[src/tri_pkg.sv]
`default_nettype none

package tri_pkg;

  //////////////////////////////////////////////////
  // Widths
  //////////////////////////////////////////////////

  localparam int COORD_W = 16;
  localparam int VERT_W  = 32;
  localparam int DELTA_W = 17;
  localparam int PROD_W  = 2 * DELTA_W;
  localparam int RES_W   = 36;
  localparam int CNT_W   = 16;
  localparam int ADDR_W  = 8;

  // Vertex FIFO geometry
  localparam int FIFO_DEPTH = 8;
  localparam int PTR_W      = $clog2(FIFO_DEPTH);
  localparam int LEVEL_W    = 4;

  // Status register layout with the level in the low bits
  localparam int FULL_BIT = 8;

  // First vertex of a flush triangle
  localparam logic [VERT_W-1:0] FLUSH_MARKER = '1;

  //////////////////////////////////////////////////
  // Enums
  //////////////////////////////////////////////////

  typedef enum logic [ADDR_W-1:0] {
    REG_VERTEX      = 'h0,
    REG_STATUS      = 'h4,
    REG_TRI_COUNT   = 'h8,
    REG_FLUSH_COUNT = 'hC
  } reg_offset_e;

  typedef enum logic [1:0] {
    G_V1,
    G_V2,
    G_V3
  } gather_state_e;

endpackage

`default_nettype wire

[src/apb_vertex_port.sv]
`timescale 1ns/1ps
`default_nettype none

module apb_vertex_port (
  input  wire                        clk,
  input  wire                        arst_n,
  input  wire [tri_pkg::ADDR_W-1:0]  paddr,
  input  wire                        psel,
  input  wire                        penable,
  input  wire                        pwrite,
  input  wire [tri_pkg::VERT_W-1:0]  pwdata,
  output logic [tri_pkg::VERT_W-1:0] prdata,
  output logic                       pready,
  output logic                       pslverr,
  input  wire                        full,
  input  wire [tri_pkg::LEVEL_W-1:0] level,
  input  wire                        setup_valid,
  input  wire                        flush,
  output logic                       push,
  output logic [tri_pkg::VERT_W-1:0] push_data
);

  typedef logic [tri_pkg::CNT_W-1:0] cnt_t;

  logic access;
  logic is_vertex;
  logic addr_ok;
  cnt_t tri_count;
  cnt_t flush_count;

  assign access    = psel && penable;
  assign is_vertex = (paddr == tri_pkg::REG_VERTEX);

  // Vertex writes wait while the FIFO is full
  assign pready  = access && !(pwrite && is_vertex && full);
  assign pslverr = pready && !addr_ok;

  assign push      = pready && pwrite && is_vertex;
  assign push_data = pwdata;

  //////////////////////////////////////////////////
  // Address decode and read mux
  //////////////////////////////////////////////////

  always_comb
  begin
    addr_ok = !pwrite;
    prdata  = '0;
    case (paddr)
      tri_pkg::REG_VERTEX:
      begin
        addr_ok = 1'b1;
      end
      tri_pkg::REG_STATUS:
      begin
        prdata[tri_pkg::LEVEL_W-1:0] = level;
        prdata[tri_pkg::FULL_BIT]    = full;
      end
      tri_pkg::REG_TRI_COUNT:
      begin
        prdata[tri_pkg::CNT_W-1:0] = tri_count;
      end
      tri_pkg::REG_FLUSH_COUNT:
      begin
        prdata[tri_pkg::CNT_W-1:0] = flush_count;
      end
      default:
      begin
        addr_ok = 1'b0;
      end
    endcase
  end

  //////////////////////////////////////////////////
  // Event counters
  //////////////////////////////////////////////////

  always_ff @(posedge clk or negedge arst_n)
  begin
    if (!arst_n)
    begin
      tri_count   <= '0;
      flush_count <= '0;
    end
    else
    begin
      if (setup_valid)
      begin
        tri_count <= tri_count + cnt_t'(1);
      end
      if (flush)
      begin
        flush_count <= flush_count + cnt_t'(1);
      end
    end
  end

endmodule

`default_nettype wire

[config.mk]
export PLATFORM = sky130hd
export DESIGN_NAME = apb_vertex_port
export DESIGN_NICKNAME = d
export VERILOG_FILES = /design/src/tri_pkg.sv /design/src/apb_vertex_port.sv
export SDC_FILE = /design/constraint.sdc
export NUM_CORES = 1
export LEC_CHECK = 0
export ABC_AREA = 1
export BUFFER_PORTS_ARGS = -buffer_cell sky130_fd_sc_hd__buf_2
export CORE_MARGIN = 5
export CORE_UTILIZATION = 40
export DETAILED_ROUTE_END_ITERATION = 16
export PLACE_DENSITY = 0.85
export SYNTH_ARGS = -nofsm -noshare
export SYNTH_HDL_FRONTEND = slang
export SYNTH_SLANG_ARGS = --single-unit
[constraint.sdc]
create_clock -name clk -period 1.23 [get_ports clk]
set_input_delay 0.0615 -clock clk [delete_from_list [all_inputs] [get_ports clk]]
set_output_delay 0.0615 -clock clk [all_outputs]
set_load 0.1 [all_outputs]
==> metrics.log <==
INFO  metric post_synth_most_frequent_cells = sky130_fd_sc_hd__nand2_1 (62), sky130_fd_sc_hd__buf_4 (49), sky130_fd_sc_hd__nand3_1 (44)
INFO  metric grt-ovfl-total = 0
INFO  metric number_of_register_bits_inferred_by_synthesis = 32
INFO  metric skew = 0.00547 ns
INFO  metric clock_tree_from_tritoncts = done
INFO  metric yosys-top-cells-area = sky130_fd_sc_hd__dfrtp_1 (33%), sky130_fd_sc_hd__buf_4 (15%), sky130_fd_sc_hd__nand2_1 (9.7%)
INFO  metric floorplan.core_area = 5890 um2
INFO  metric vias = 2334
INFO  metric final_setup_violation_count = 9
INFO  metric worstHoldPathType = in -> reg
INFO  metric syn_area_per_cell = 7.53 um2
INFO  metric maximum_number_of_pins_on_one_net_before_global_route_repair = 33
INFO  metric hold-worst-slack = 0.0850 ns
INFO  metric postRouteAntennaNets = 0
INFO  metric areaGrowthSynthToFinish = 48.7%
INFO  metric reg2reg_setup_slack = -0.07 ns
INFO  metric power_density = 1330 nW/um2
INFO  metric global_route.usage.met1 = 19.0%
INFO  metric synthesized_instance_count = 320
INFO  metric synth_warnings = 0
INFO  metric worst_stage_delay_on_the_critical_path = 0.37 ns
INFO  metric critPathMaxFanout = 5
INFO  metric gp_congestion = 0.854
INFO  metric antenna_found_initial = 0
INFO  metric antenna-diode-count = 0
INFO  metric via_per_inst = 5.11
INFO  metric ys_dominant_reg_cell = sky130_fd_sc_hd__dfrtp_1
INFO  metric die_y = 87.6 um
INFO  metric worst_path_dominant_cell_family = flip-flops
INFO  metric clock_tree.htree_level_count = 2
INFO  metric drtPass1Iterations = 5
INFO  metric ctsRootBufferMaster = sky130_fd_sc_hd__clkbuf_8
INFO  metric final-max-slew-violation-count = 0
INFO  metric achievable-frequency = 770 MHz
INFO  metric final_nets = 436
INFO  metric dieArea = 7680 um2
INFO  metric globalRoute.busiestLayer = met2
INFO  metric leading_cell_type_by_number_of_instances_after_synthesis = sky130_fd_sc_hd__nand2_1
INFO  metric filler_cell_count = 473
INFO  metric final_layout_size_suffix_gt1_share = 46.6%
INFO  metric dp_worst_slack = -0.00679 ns
INFO  metric globalRouteMet2Util = 28.1%
INFO  metric wire_length_of_the_first_global_routing_pass = 9.91 mm
INFO  metric final_min_period_over_clock_period = 106%
INFO  metric grt_pass1_vias = 2169
INFO  metric tritoncts.num_buffers = 5
INFO  metric hpwlAfterDp = 4.52 mm
INFO  metric drtIter0Drc = 127
INFO  metric worstPathBufferInverterCount = 1
INFO  metric max-vdd-ir-drop = 1.04 mV
INFO  metric violations_in_the_final_reports = negative setup slack
INFO  metric worstSetupStartpointType = flop
INFO  metric placement.io_buffers = 38
INFO  metric clockBufferDepth = 2
INFO  metric post-route-drc-count = 0
INFO  metric yosys.cell_types.count = 28
INFO  metric global_route.usage.met3 = 4.52%
INFO  metric floorplan.initialDensity = 41.0%
INFO  metric power.static_leakage = 1.68 nW
INFO  metric grt_setup_unrepaired = true
INFO  metric synth_seq_area_share = 33.2%
INFO  metric master_of_the_slowest_instance_on_the_critical_path = sky130_fd_sc_hd__dfrtp_1
INFO  metric design.portCount = 119
INFO  metric crit_path_cells = buf_4, ha_4, nand4_4, nor2_4, nand2_1, xor2_1
INFO  metric critPathCaptureType = flop
INFO  metric drt-total-wl = 6.95 mm
INFO  metric asyncSetResetFlopFracSynth = 100%
INFO  metric routed_wire_length_per_instance = 15.2 um
INFO  metric row_count = 28
INFO  metric run_status = finished, violations left
INFO  metric clkLatencyLatePin = 0.29 ns
INFO  metric minimum_period_implied_by_the_final_worst_setup_slack = 1.30 ns
INFO  metric fin_tns_setup = -0.184 ns
INFO  metric die_width = 87.6 um
INFO  metric final_hold_viol_count = 0
INFO  metric cap_violations = 0
INFO  metric worstSetupPathType = reg -> reg
INFO  metric globalRouteTotalUtil = 16.6%
INFO  metric layout_setup_ws = -0.0683 ns
INFO  metric cp_data_arrival_time = 1.48 ns
INFO  metric synth_area_leader_cell = sky130_fd_sc_hd__dfrtp_1
INFO  metric yosysTopAreaCellShare = 33.2%
INFO  metric critPathRequiredTime = 1.41 ns
INFO  metric path_clk_slew = 0.07 ns
INFO  metric tritoncts_num_sinks = 32
INFO  metric syn_area = 2410 um2
INFO  metric synth_enable_flop_cells = 0
==> per-stage QoR <==
| stage | power, mW | instance area, um2 | std cells | utilization (%) |
|---|---|---|---|---|
| 5_1_grt | 5.03 | 3590 | 457 | 60.9 |
| 4_1_cts | 4.16 | 3210 | 433 | 54.6 |
| 3_5_place_dp | 2.95 | 2940 | 412 | 49.9 |
| 2_1_floorplan | 3.01 | 2610 | 335 | - |
| 3_3_place_gp | 2.87 | 2940 | 412 | 49.9 |
| 6_report | 4.78 | 3590 | 457 | 60.9 |
==> registers in the layout, summed over array words and instances (netlist names) <==
name / count
flush_count: 16
tri_count: 16
==> cell families (layout without fill, tap and decap cells) <==
| group | Yosys count | after routing | share of synthesized area [%] |
|---|---|---|---|
| simple gates | 155 | 155 | 32.5 |
| buf+inv | 97 | 144 | 23.3 |
| flops | 32 | 32 | 33.2 |
| xor+xnor | 18 | 18 | 6.54 |
| compound gates | 15 | 15 | 3.22 |
| fa+ha+maj | 2 | 2 | 1.04 |
| other cells | 1 | 16 | 0.156 |
==> cell type report <==
type	instances	area, um2	area share, %
multi-input cells	206	1460	40.7
repair buffers	94	962	26.8
flip-flops and latches	32	811	22.6
inverters	43	164	4.57
clock buffers	7	96.3	2.69
well taps	75	93.8	2.62
==> placed cells by master, fill, tap and decap left out, drive strengths merged <==
cell          n
a21oi         1
buf          93
clkbuf        7
clkinv        1
conb         16
dfrtp        32
dlygate4sd3   1
ha            2
inv          42
nand2        63
nand3        50
nand4        15
nor2         23
nor3          3
nor3b         1
o21ai        13
o21bai        1
xnor2         6
xor2         12
==> power by group <==
part           leakage, nW  switching (mW)  internal (mW)
clock network       0.0503           0.397          0.498
registers            0.379           0.295           1.32
logic                 1.25            1.25           1.02
==> path summary, 6_finish.rpt <==
check | endpoint | from | cells after the start
setup / recovery | flush_count[10]$_DFFE_PN0P_ | flush_count[1]$_DFFE_PN0P_ | 6
hold / removal | tri_count[0]$_DFFE_PN0P_ | setup_valid | 2
setup reg to reg | flush_count[10]$_DFFE_PN0P_ | flush_count[1]$_DFFE_PN0P_ | 6
hold reg to reg | flush_count[15]$_DFFE_PN0P_ | flush_count[15]$_DFFE_PN0P_ | 2
max in group asynchronous | flush_count[0]$_DFFE_PN0P_ | arst_n | 3
min in group asynchronous | flush_count[7]$_DFFE_PN0P_ | arst_n | 3
==> routing by layer <==
metal | up-vias | routed length, um
li1 | 1082 | -
met1 | 1126 | 2590
met2 | 101 | 3570
met3 | 25 | 545
met4 | 0 | 247
met5 | - | 0
==> what timing repair did <==
| item | CTS | global route |
|---|---|---|
| hold buffers | 1 | 0 |
| pin swaps | 9 | 26 |
| buffers inserted | 13 | 24 |
| resized for setup | 17 | 52 |
| endpoints found under the hold margin | 32 | 0 |
| endpoints found under the setup margin | 15 | 37 |
(Power assumes the default switching activity.)
