$ cat src/tri_pkg.sv
`default_nettype none

package tri_pkg;

  //////////////////////////////////////////////////
  // Widths
  //////////////////////////////////////////////////

  localparam int COORD_W = 16;
  localparam int VERT_W  = 32;
  localparam int DELTA_W = 17;
  localparam int PROD_W  = 2 * DELTA_W;
  localparam int RES_W   = 36;
  localparam int CNT_W   = 16;
  localparam int ADDR_W  = 8;

  // Vertex FIFO geometry
  localparam int FIFO_DEPTH = 8;
  localparam int PTR_W      = $clog2(FIFO_DEPTH);
  localparam int LEVEL_W    = 4;

  // Status register layout with the level in the low bits
  localparam int FULL_BIT = 8;

  // First vertex of a flush triangle
  localparam logic [VERT_W-1:0] FLUSH_MARKER = '1;

  //////////////////////////////////////////////////
  // Enums
  //////////////////////////////////////////////////

  typedef enum logic [ADDR_W-1:0] {
    REG_VERTEX      = 'h0,
    REG_STATUS      = 'h4,
    REG_TRI_COUNT   = 'h8,
    REG_FLUSH_COUNT = 'hC
  } reg_offset_e;

  typedef enum logic [1:0] {
    G_V1,
    G_V2,
    G_V3
  } gather_state_e;

endpackage

`default_nettype wire

$ cat src/vertex_fifo.sv
`timescale 1ns/1ps
`default_nettype none

module vertex_fifo (
  input  wire                         clk,
  input  wire                         arst_n,
  input  wire                         push,
  input  wire  [tri_pkg::VERT_W-1:0]  push_data,
  input  wire                         pop,
  output logic [tri_pkg::VERT_W-1:0]  head,
  output logic                        empty,
  output logic                        full,
  output logic [tri_pkg::LEVEL_W-1:0] level
);

  typedef logic [tri_pkg::PTR_W-1:0]   ptr_t;
  typedef logic [tri_pkg::LEVEL_W-1:0] level_t;

  logic [tri_pkg::VERT_W-1:0] mem [tri_pkg::FIFO_DEPTH];
  ptr_t wr_ptr;
  ptr_t rd_ptr;
  logic do_push;
  logic do_pop;

  assign do_push = push && !full;
  assign do_pop  = pop && !empty;

  assign empty = (level == level_t'(0));
  assign full  = (level == level_t'(tri_pkg::FIFO_DEPTH));

  // Show-ahead head always holds the oldest word
  assign head = mem[rd_ptr];

  // Pointers wrap on their own since the depth is a power of two
  always_ff @(posedge clk or negedge arst_n)
  begin
    if (!arst_n)
    begin
      wr_ptr <= '0;
      rd_ptr <= '0;
      level  <= '0;
    end
    else
    begin
      if (do_push)
      begin
        wr_ptr <= wr_ptr + ptr_t'(1);
      end
      if (do_pop)
      begin
        rd_ptr <= rd_ptr + ptr_t'(1);
      end
      case ({do_push, do_pop})
        2'b10:   level <= level + level_t'(1);
        2'b01:   level <= level - level_t'(1);
        default: level <= level;
      endcase
    end
  end

  always_ff @(posedge clk)
  begin
    if (do_push)
    begin
      mem[wr_ptr] <= push_data;
    end
  end

endmodule

`default_nettype wire
$ cat config.mk
export PLATFORM = sky130hd
export DESIGN_NAME = vertex_fifo
export DESIGN_NICKNAME = d
export VERILOG_FILES = /design/src/tri_pkg.sv /design/src/vertex_fifo.sv
export SDC_FILE = /design/constraint.sdc
export NUM_CORES = 1
export LEC_CHECK = 0
export BUFFER_PORTS_ARGS = -buffer_cell sky130_fd_sc_hd__buf_2
export CAP_MARGIN = 20
export CORE_ASPECT_RATIO = 2
export CORE_UTILIZATION = 40
export DETAILED_ROUTE_END_ITERATION = 12
export GPL_ROUTABILITY_DRIVEN = 0
export PLACE_DENSITY = 0.64
export SYNTH_ARGS = -nofsm -noshare
export SYNTH_HDL_FRONTEND = slang
export SYNTH_SLANG_ARGS = --single-unit
$ cat constraint.sdc
create_clock -name clk -period 3.9 [get_ports clk]
set_input_delay 0.585 -clock clk [delete_from_list [all_inputs] [get_ports clk]]
set_output_delay 0.585 -clock clk [all_outputs]
set_load 0.02 [all_outputs]
==> metrics.cfg, run 1 <==
[global_routing]
grt_pass1_vias=5090
grtUsageTotal_pct=15.3
grt_first_pass_wirelength_mm=29.4
grt_max_degree=34
antenna_found_initial=0
grt_overflow_total=0

[worst_hold_path]
min_to=mem[5][5]
hold_depth=1
min_path_type=in2reg
min_from=push_data[5]

[yosys]
synthArstFlopShare_pct=3.76
avgSynthCellArea_um2=23.6
synth_warnings=0
synth-edff-count=256
syn_area_mm2=0.0103
ys_seq_elements=266
netlist.area_leader.share_pct=74.7
syn_inst=437
ys_types=34
synth_ff_type=edfxtp_1
yosysSeqAreaShare_pct=77.1
syn_nets=479
yosys.area.top_type=edfxtp_1
synth_area_leaders=edfxtp_1 (75%), mux4_2 (12%), mux2_2 (3.6%)

[cells_and_area]
fill_cells=2045
final_area_mm2=0.0119
syn_to_final_growth_pct=16.0
drive_above_1_share_pct=40.4
regArea_mm2=0.00794
diodes=0
finalNetCount=574
multiInputGateArea_mm2=0.00227

[sta]
setup-tns-final_ns=0
fin_skew_ns=0.0111
rsz0062_at_grt=false
setup_ws_ns=0.665
setup_viol=0
holdWs_ns=0.346
finalCritPeriodShare_pct=83.0
max_slew.worst_pin.slew_ns=1.01
report.final.slew_viol_count=0
max_freq_mhz=309
period_minus_slack_ns=3.24
final-hold-violation-count=0
relSlewSlack_pct=32.8

[worst_setup_path]
critPathArrivalTime_ns=2.65
r2r_setup_slack_ns=1.06
cp.depth=4
cp_max_fo=25
worst_ep_required_time_ns=3.31
start_kind=register
cp_top_family=multiplexers
r2r-end=level[3]
rr_startpoint=level[0]
critical_path.slowest_cell=dfrtp_4
reg2regPathDepth=7
crit_chain=buf_4 -> mux4_1 -> mux2_2 -> buf_2
path_class=reg2out
worst_setup_path_end_kind=output port
cpPeakStageDelay_ns=0.75
crit_buf_inv=2

[drt]
viasPerCell=5.20
num_vias=4592
drc_errors=0
first_pass_iters=4
wl_mm=19.2
wl_per_cell_um=21.7
drt_iter0_markers=243
ant_nets=0

[clock_tree]
clk_pin_slew_ns=0.07
cts_tree=built
clk_latency_ns=0.50
cts_buffers=22
clk_path_buf_depth=3
numClockSinks=266
h-tree-depth=1
root_buffer=clkbuf_16
ctsResizeCount=0

[floorplan]
die_y_um=229
rows=82
initial_core_util_pct=41.0
core_area_mm2=0.0251
design.die.area_mm2=0.0264
die-width_um=115
ios=74

[power]
pwr-share-clk_pct=26.0
vdd_drop_max_mv=0.421
leakage_nw=3.93
comb_power_share_pct=30.2
swShare_pct=30.2
power_mw=9.06
p_int_mw=6.32
p_sw_mw=2.74
p_seq_share_pct=43.8
powerDensity_mw_per_mm2=759

[place]
dp_hpwl_mm=11.3
dpl_cell_area_mm2=0.0112
port_buffers=73
place_ws_ns=1.06

[job]
max_cap_violations=0

[run_status]
outcome=completed

-- placed cells by master (no fill, tap or decap), drive strengths merged, types with 2 or more instances in the layout --
cell type | Yosys | layout
nor3b | 3 | 3
mux2 | 34 | 34
mux4 | 64 | 64
nor3 | 2 | 2
nand2b | 2 | 2
or4b | 2 | 2
inv | 6 | 7
bufinv | 0 | 5
clkbuf | 7 | 27
a21oi | 2 | 2
ha | 5 | 5
clkinv | 0 | 6
edfxtp | 256 | 256
nor2 | 6 | 6
dfrtp | 10 | 10
nand2 | 7 | 7
xnor2 | 5 | 5
nand3 | 4 | 4
buf | 12 | 89
-- worst max-delay path by stage --
stage                         start   endpoint  slack, ns
after floorplan            level[0]  mem[1][0]       0.28
after global placement    rd_ptr[0]   head[14]       1.16
after detailed placement   level[0]   level[3]       1.06
after CTS                 rd_ptr[0]   head[14]       0.60
after global routing      rd_ptr[0]   head[14]       0.51
final                     rd_ptr[0]   head[14]       0.66
-- stage by stage --
step,cells,util (%)
after floorplan,437,-
after global placement,843,44.4
after detailed placement,843,44.4
after CTS,883,47.5
after global routing,883,47.5
final,883,47.5
-- synthesized netlist by cell type, types with 3 or more instances --
| library cell | n |
|---|---|
| buf_6 | 5 |
| mux4_1 | 9 |
| clkbuf_1 | 7 |
| nor3b_1 | 3 |
| mux2_2 | 33 |
| buf_1 | 4 |
| mux4_2 | 55 |
| nand3_1 | 4 |
| edfxtp_1 | 256 |
| inv_1 | 5 |
| nor2_1 | 6 |
| dfrtp_1 | 10 |
| xnor2_1 | 5 |
| ha_1 | 5 |
| nand2_1 | 6 |
-- power groups by stage --
stage / Sequential (mW) / Combinational, mW / Clock, mW
detailed placement: 4.05 / 2.79 / 0
global route: 4.03 / 2.94 / 2.51
CTS: 3.99 / 2.81 / 2.41
finish: 3.97 / 2.74 / 2.36
floorplan: 3.81 / 2.15 / 0
global placement: 4.01 / 2.74 / 0
-- cell families (layout without fill, tap and decap cells) --
kind of cell / Yosys count / in the layout / share of synthesized area (%)
DFF: 266 / 266 / 77.1
muxes: 99 / 99 / 18.1
adders and majority gates: 6 / 6 / 0.802
AOI/OAI and AO/OA: 7 / 7 / 0.571
and+or+nand+nor: 28 / 28 / 1.46
xor gates and xnor gates: 6 / 6 / 0.510
buffers and inverters: 25 / 135 / 1.41
-- per-layer routing --
layer / global-route usage [%] / wire length [um] / up-vias
met1: 17.6 / 7180 / 2433
li1: - / - / 2030
met2: 28.0 / 10700 / 102
met3: 2.07 / 795 / 27
met5: 0 / 0 / -
met4: 5.72 / 457 / 0
-- flip-flops by register name, summed over array words and instances, names as in the netlist --
register / cells
mem: 256
wr_ptr: 3
rd_ptr: 3
level: 4
-- worst register-to-register path, delay by kind of cell (launching register included) --
family	cells	cell delay, ns
compound gates	2	0.25
fa+ha+maj	2	0.66
simple gates	3	1.34
flops	1	0.47
-- layout make-up --
cell class | instances | area share (%)
inverters | 6 | 0.189
clock buffers | 27 | 4.95
well taps | 336 | 3.52
clock inverters | 12 | 1.55
flip-flops and latches | 266 | 66.5
multi-input cells | 146 | 19.0
repair buffers | 90 | 4.26
-- repair_timing --
action,4_1_cts,5_1_grt
setup endpoints to repair,0,0
hold endpoints to repair,10,0
setup buffers,0,0
hold buffers,1,0
No activity file was read; power rests on OpenSTA's default activity.
==> run 2, diff against run 1 <==
--- a/config.mk
+++ b/config.mk
@@ -5,13 +5,14 @@
 export SDC_FILE = /design/constraint.sdc
 export NUM_CORES = 1
 export LEC_CHECK = 0
+export ABC_AREA = 1
 export BUFFER_PORTS_ARGS = -buffer_cell sky130_fd_sc_hd__buf_2
 export CAP_MARGIN = 20
 export CORE_ASPECT_RATIO = 2
 export CORE_UTILIZATION = 40
 export DETAILED_ROUTE_END_ITERATION = 12
 export GPL_ROUTABILITY_DRIVEN = 0
-export PLACE_DENSITY = 0.64
+export PLACE_DENSITY = 0.66
 export SYNTH_ARGS = -nofsm -noshare
 export SYNTH_HDL_FRONTEND = slang
 export SYNTH_SLANG_ARGS = --single-unit
==> constraint.sdc (replaced) <==
create_clock -name clk -period 2.9 [get_ports clk]
set_input_delay 0.435 -clock clk [delete_from_list [all_inputs] [get_ports clk]]
set_output_delay 0.435 -clock clk [all_outputs]
set_load 0.02 [all_outputs]
==> run 2 against run 1 <==
Die area rose by 13%. Critical path depth rose by 4. Hold slack got worse by 0.18 ns. Area after synthesis rose by 13%. Synthesized cell count rose to 2.7 times the previous value. Register-to-register slack got worse by 0.35 ns. Total power rose by 46%. Clock skew fell by 0.0054 ns. Sequential cell count did not move. Final area rose by 10%. Non-clock buffer count rose by 9. Routed wire length rose by 25%. Critical path type unchanged. Largest power group is now combinational logic.
==> metrics.cfg, run 2 <==
[yosys]
synthArstFlopShare_pct=3.76  ; unchanged
synth_warnings=0  ; unchanged
yosys-top-cells-count=nand2_1 (440), nor2_1 (258), edfxtp_1 (256), inv_1 (142), buf_2 (22)
syn_nets=1229  ; +160%
yosysSeqAreaShare_pct=68.2  ; -8.9 points
netlist.area_leader.share_pct=66.0  ; -8.7 points
syn_area_mm2=0.0116  ; +13%
ys_types=20  ; -41%
synth_ff_type=edfxtp_1
synth-edff-count=256  ; unchanged
synthMostInstantiatedCell=nand2_1
avgSynthCellArea_um2=9.81  ; -58%
ys_seq_elements=266  ; unchanged
yosys.area.top_type=edfxtp_1
synth_area_leaders=edfxtp_1 (66%), nand2_1 (14%), nor2_1 (8.3%)
syn_inst=1187  ; +170%

[drt]
drt_iter0_markers=424  ; +74%
drc_errors=0  ; unchanged
num_vias=7596  ; +65%
first_pass_iters=4  ; unchanged
ant_nets=0  ; unchanged
viasPerCell=4.65  ; -11%
wl_mm=24.0  ; +25%
wl_per_cell_um=14.7  ; -32%

[worst_hold_path]
hold_depth=3  ; +2
min_path_type=in2reg

[clock_tree]
cts_tree=built
clk_latency_ns=0.52  ; +0.02 ns
cts_buffers=22  ; unchanged
numClockSinks=266  ; unchanged
h-tree-depth=1  ; unchanged
clk_path_buf_depth=3  ; unchanged
clk_pin_slew_ns=0.06  ; about the same
root_buffer=clkbuf_16

[global_routing]
grtUsageTotal_pct=16.6  ; +1.3 points
antenna_found_initial=1  ; +1
grt_first_pass_wirelength_mm=37.8  ; +28%
grt.busiest_layer=met2
use_met2_pct=31.5  ; +3.5 points
grt_use_met3_pct=1.69  ; -0.38 points
grt_pass1_vias=7547  ; +48%
met1_usage_pct=17.9  ; +0.24 points
grt_max_degree=67  ; +97%
grt_overflow_total=0  ; unchanged

[worst_setup_path]
reg2regPathDepth=11  ; +4
critPathArrivalTime_ns=2.28  ; -0.37 ns
worst_setup_path_end_kind=output port
cp_max_fo=64  ; +160%
start_kind=register
path_class=reg2out
worst_ep_required_time_ns=2.47  ; -0.84 ns

[sta]
report.final.slew_viol_count=0  ; unchanged
period_minus_slack_ns=2.72
relSlewSlack_pct=42.3  ; +9.5 points
max_slew.worst_pin.slew_ns=0.865  ; -0.143 ns
holdWs_ns=0.169  ; -0.177 ns
fin_skew_ns=0.00570  ; -0.00543 ns
max_freq_mhz=368
setup_ws_ns=0.185  ; -0.480 ns
final-hold-violation-count=0  ; unchanged
rsz0062_at_grt=false
setup_viol=0  ; unchanged
finalCritPeriodShare_pct=93.6

[floorplan]
rows=88  ; +7.3%
core_area_mm2=0.0287  ; +14%
die_y_um=243  ; +6.3%
initial_core_util_pct=40.5  ; -0.43 points
die-width_um=123  ; +6.2%
design.die.area_mm2=0.0298  ; +13%
ios=74  ; unchanged

[place]
dpl_cell_area_mm2=0.0124  ; +11%
place_ws_ns=0.691  ; -0.373 ns
port_buffers=73  ; unchanged
place_inst=1594  ; +89%
dp_hpwl_mm=13.9  ; +23%

[cells_and_area]
finalNetCount=1302  ; +130%
reg.largest.list=mem (256), level (4)
fill_cells=2598  ; +27%
mostFrequentLayoutCells=nand2_1 (440), nor2_1 (258), edfxtp_1 (256), inv_1 (142), buf_2 (73)
diodes=0  ; unchanged
final_area_mm2=0.0132  ; +10%
syn_to_final_growth_pct=12.9
fin_cells=1635  ; +85%
largest_register_ff_count=256  ; unchanged
layout_commonest_cell=nand2_1
largest_register=mem
drive_above_1_share_pct=11.2  ; -29 points

[power]
leakage_nw=5.76  ; +47%
powerDensity_mw_per_mm2=1000  ; +32%
swShare_pct=38.8  ; +8.6 points
vdd_drop_max_mv=0.674  ; +60%
p_sw_mw=5.13  ; +87%
power_mw=13.2  ; +46%
p_seq_share_pct=38.5  ; -5.3 points
pwr-share-clk_pct=22.0  ; -4.0 points
comb_power_share_pct=39.6  ; +9.4 points
p_int_mw=8.08  ; +28%

[job]
max_cap_violations=0  ; unchanged

[run_status]
outcome=completed

run 2: worst max-delay path, cell delays in order (launching register included):
cell and delay (ns):
dfrtp_2 0.40, inv_2 0.04, buf_4 0.66, nor2_1 0.14, nand2_1 0.12, nand2_1 0.07, nand2_1 0.06, nand2_1 0.09
buf_2 0.17
run 2: path summary, 6_finish.rpt:
kind                                 from   endpoint  slack (ns)
min in group asynchronous          arst_n  rd_ptr[0]        0.33
worst max-delay path            rd_ptr[1]   head[22]        0.18
worst min-delay path                 push  wr_ptr[1]        0.17
worst max register to register   level[0]   level[3]        0.71
worst min register to register   level[2]   level[2]        0.55
max in group asynchronous          arst_n  rd_ptr[0]        2.34
run 2: final cells by class:
class / instances / area (um2) / share of cell area (%)
tap: 360 / 450 / 3.42
timing repair buffer: 99 / 633 / 4.81
clock inverter: 9 / 70.1 / 0.533
sequential: 266 / 7940 / 60.4
clock buffer: 30 / 632 / 4.80
multi-input combinational: 728 / 2890 / 21.9
inverter: 143 / 537 / 4.08
run 2: cell families after synthesis:
kind of cell,synth area share (%)
AND/OR/NAND/NOR,23.1
flip-flops,68.2
adder cells (fa/ha/maj),0.709
AO/OA/AOI/OAI,0.172
buffers and inverters,7.39
XOR/XNOR,0.451
run 2: metrics by stage:
| stage | util [%] | setup TNS [ns] |
|---|---|---|
| final | 45.8 | 0 |
| after floorplan | - | -186.65 |
| after CTS | 45.7 | 0 |
| after detailed placement | 43.2 | 0 |
| after global placement | 43.2 | 0 |
| after global routing | 45.8 | 0 |
run 2: routing by layer:
metal | part of all wire [%] | vias to the layer above
met2 | 55 | 111
met1 | 39 | 3613
met5 | 0.033 | -
met3 | 2.8 | 49
met4 | 3.3 | 2
li1 | - | 3821
run 2: power groups by stage:
| stage | logic [mW] | registers (mW) | clock network [mW] |
|---|---|---|---|
| 6_report | 5.23 | 5.08 | 2.90 |
| 5_1_grt | 5.93 | 5.14 | 3.11 |
| 4_1_cts | 5.24 | 5.12 | 2.97 |
| 3_5_place_dp | 5.21 | 5.20 | 0 |
| 3_3_place_gp | 5.11 | 5.18 | 0 |
| 2_1_floorplan | 3.85 | 5.10 | 0 |
run 2: what timing repair did:
action	4_1_cts	5_1_grt
gates resized for setup	0	0
hold buffers	1	0
setup endpoints to repair	0	9
hold endpoints to repair	10	0
buffers inserted	0	1
==> run 3, diff against run 2 <==
--- a/config.mk
+++ b/config.mk
@@ -12,7 +12,7 @@
 export CORE_UTILIZATION = 40
 export DETAILED_ROUTE_END_ITERATION = 12
 export GPL_ROUTABILITY_DRIVEN = 0
-export PLACE_DENSITY = 0.66
+export PLACE_DENSITY = 0.63
 export SYNTH_ARGS = -nofsm -noshare
 export SYNTH_HDL_FRONTEND = slang
 export SYNTH_SLANG_ARGS = --single-unit
==> constraint.sdc (replaced) <==
create_clock -name clk -period 3.1 [get_ports clk]
set_input_delay 0.465 -clock clk [delete_from_list [all_inputs] [get_ports clk]]
set_output_delay 0.465 -clock clk [all_outputs]
set_load 0.02 [all_outputs]
==> run 3 against run 2 <==
Sequential power is 5.7% lower. Sequential share of layout area is 0.14 points higher. Critical endpoint is now head[27]. Clock power shrank 9.3%. Core utilization decreased by 0.10 points. First-iteration DRC count shrank 20%. Routed wire length is 4.3% lower. Largest power group is now registers. Combinational power fell by 8.4%. Setup slack better by 0.055 ns. Non-clock buffer count is the same.
==> metrics.cfg, run 3 (synthesis results as in run 2) <==
[sta]
final-hold-violation-count=0  ; unchanged
fin_skew_ns=0.0198  ; +0.0141 ns
setup-tns-final_ns=0  ; unchanged
period_minus_slack_ns=2.86
max_freq_mhz=350
relSlewSlack_pct=56.4  ; +14 points
max_slew.worst_pin.slew_ns=0.654  ; -0.211 ns
report.final.slew_viol_count=0  ; unchanged
setup_viol=0  ; unchanged
finalCritPeriodShare_pct=92.3
rsz0062_at_grt=false

[cells_and_area]
largest_register_ff_count=256  ; unchanged
largest_register=mem
reg.largest.list=mem (256), level (4)
finalNetCount=1302  ; unchanged
post-route-util_pct=45.7  ; -0.10 points
fin_cells=1635  ; unchanged
layout_commonest_cell=nand2_1
regArea_mm2=0.00794  ; unchanged
fill_cells=2584  ; -0.54%
multiInputGateArea_mm2=0.00289  ; unchanged
final_area_mm2=0.0131  ; -0.23%
drive_above_1_share_pct=11.1  ; -0.15 points
syn_to_final_growth_pct=12.7
mostFrequentLayoutCells=nand2_1 (440), nor2_1 (258), edfxtp_1 (256), inv_1 (142), buf_2 (73)

[power]
p_seq_share_pct=39.2  ; +0.7 points
comb_power_share_pct=39.2  ; -0.4 points
leakage_nw=5.75  ; -0.31%
vdd_drop_max_mv=0.596  ; -12%
swShare_pct=38.8  ; about the same
p_sw_mw=4.74  ; -7.7%
pwr-share-clk_pct=21.5  ; -0.5 points
p_int_mw=7.48  ; -7.5%
powerDensity_mw_per_mm2=931  ; -7.4%

[worst_setup_path]
critPathArrivalTime_ns=2.40  ; +0.12 ns
worst_setup_path_end_kind=output port
worst_ep_required_time_ns=2.63  ; +0.16 ns
cp_max_fo=56  ; -13%
start_kind=register
path_class=reg2out

[place]
place_inst=1595  ; +0.063%
port_buffers=73  ; unchanged
dpl_cell_area_mm2=0.0124  ; +0.16%
dp_hpwl_mm=13.2  ; -5.0%

[clock_tree]
clk_pin_slew_ns=0.07  ; about the same
cts_setup_buffers=0  ; unchanged
clk_latency_ns=0.52  ; about the same
root_buffer=clkbuf_16
clk_path_buf_depth=3  ; unchanged
h-tree-depth=1  ; unchanged
numClockSinks=266  ; unchanged
cts_tree=built
cts_buffers=22  ; unchanged

[drt]
wl_per_cell_um=14.1  ; -4.3%
num_vias=7496  ; -1.3%
first_pass_iters=6  ; +2
ant_nets=0  ; unchanged
viasPerCell=4.58  ; -1.3%
drc_errors=0  ; unchanged
wl_mm=23.0  ; -4.3%
drt_iter0_markers=341  ; -20%

[job]
max_cap_violations=0  ; unchanged

[global_routing]
antenna_found_initial=1  ; unchanged
grt_pass1_vias=7042  ; -6.7%
grtUsageTotal_pct=16.0  ; -0.57 points
grt_overflow_total=0  ; unchanged
grt_max_degree=58  ; -13%
grt_first_pass_wirelength_mm=36.2  ; -4.1%

[floorplan]
rows=88  ; unchanged
die_y_um=243  ; unchanged
ios=74  ; unchanged
initial_core_util_pct=40.5  ; unchanged
core_area_mm2=0.0287  ; unchanged
design.die.area_mm2=0.0298  ; unchanged
die-width_um=123  ; unchanged

[worst_hold_path]
min_path_type=in2reg

[run_status]
outcome=completed

run 3: cell count changes in the layout (fill, tap and decap cells not counted):
cell	before	now
clkbuf_8	3	0
clkinv_1	2	5
clkbuf_1	4	2
buf_12	4	5
buf_16	1	0
clkinv_2	5	4
clkinv_4	0	1
diode_2	0	1
inv_6	0	1
run 3: metrics by stage:
stage / setup WS (ns) / total power, mW / hold WS (ns)
after floorplan: -0.529 / 8.37 / 0.169
after global placement: 0.786 / 9.65 / 0.346
after detailed placement: 0.773 / 9.74 / 0.344
after CTS: 0.202 / 12.4 / 0.173
after global routing: 0.0508 / 13.1 / 0.197
final: 0.239 / 12.2 / 0.191
run 3: final timing paths:
| check | startpoint | cells past startpoint | slack [ns] | to |
|---|---|---|---|---|
| max | rd_ptr[0] | 8 | 0.24 | head[27] |
| min | push | 3 | 0.19 | wr_ptr[1] |
| max reg2reg | level[1] | 11 | 0.92 | level[3] |
| min reg2reg | level[2] | 2 | 0.55 | level[2] |
| max in group asynchronous | arst_n | 2 | 2.55 | rd_ptr[0] |
| min in group asynchronous | arst_n | 2 | 0.33 | level[2] |
run 3: worst max-delay path: stages, from the launching register on:
cell     delay (ns)
dfrtp_4        0.85
buf_4          0.38
nor2_1         0.08
nor2_1         0.09
nand2_1        0.05
nand2_1        0.06
nand2_1        0.04
nand2_1        0.11
buf_2          0.17
run 3: cell type report:
cell class	count	share of cell area [%]
Multi-Input combinational cell	728	22.0
Timing Repair Buffer	99	4.77
Tap cell	360	3.43
Inverter	143	4.09
Clock buffer	25	4.44
Antenna cell	1	0.0191
Clock inverter	13	0.715
Sequential cell	266	60.5
run 3: timing repair:
action                    in CTS  in global routing
hold buffers                   1                  0
gates resized for setup        0                  0
hold endpoints to repair      10                  0
run 3: layer usage:
layer  track usage, %  part of all wire, %  up-vias
met5                0                    0        -
met4             6.17                  2.4        0
met3             2.27                  4.6       36
met2             29.5                   54      144
met1             18.2                   39     3501
li1                 -                    -     3815
run 3: power groups by stage:
stage          combinational (mW)  clock (mW)  sequential (mW)
2_1_floorplan                3.60           0             4.77
3_3_place_gp                 4.79           0             4.86
3_5_place_dp                 4.87           0             4.88
4_1_cts                      4.88        2.69             4.80
5_1_grt                      5.43        2.81             4.85
6_report                     4.79        2.63             4.79
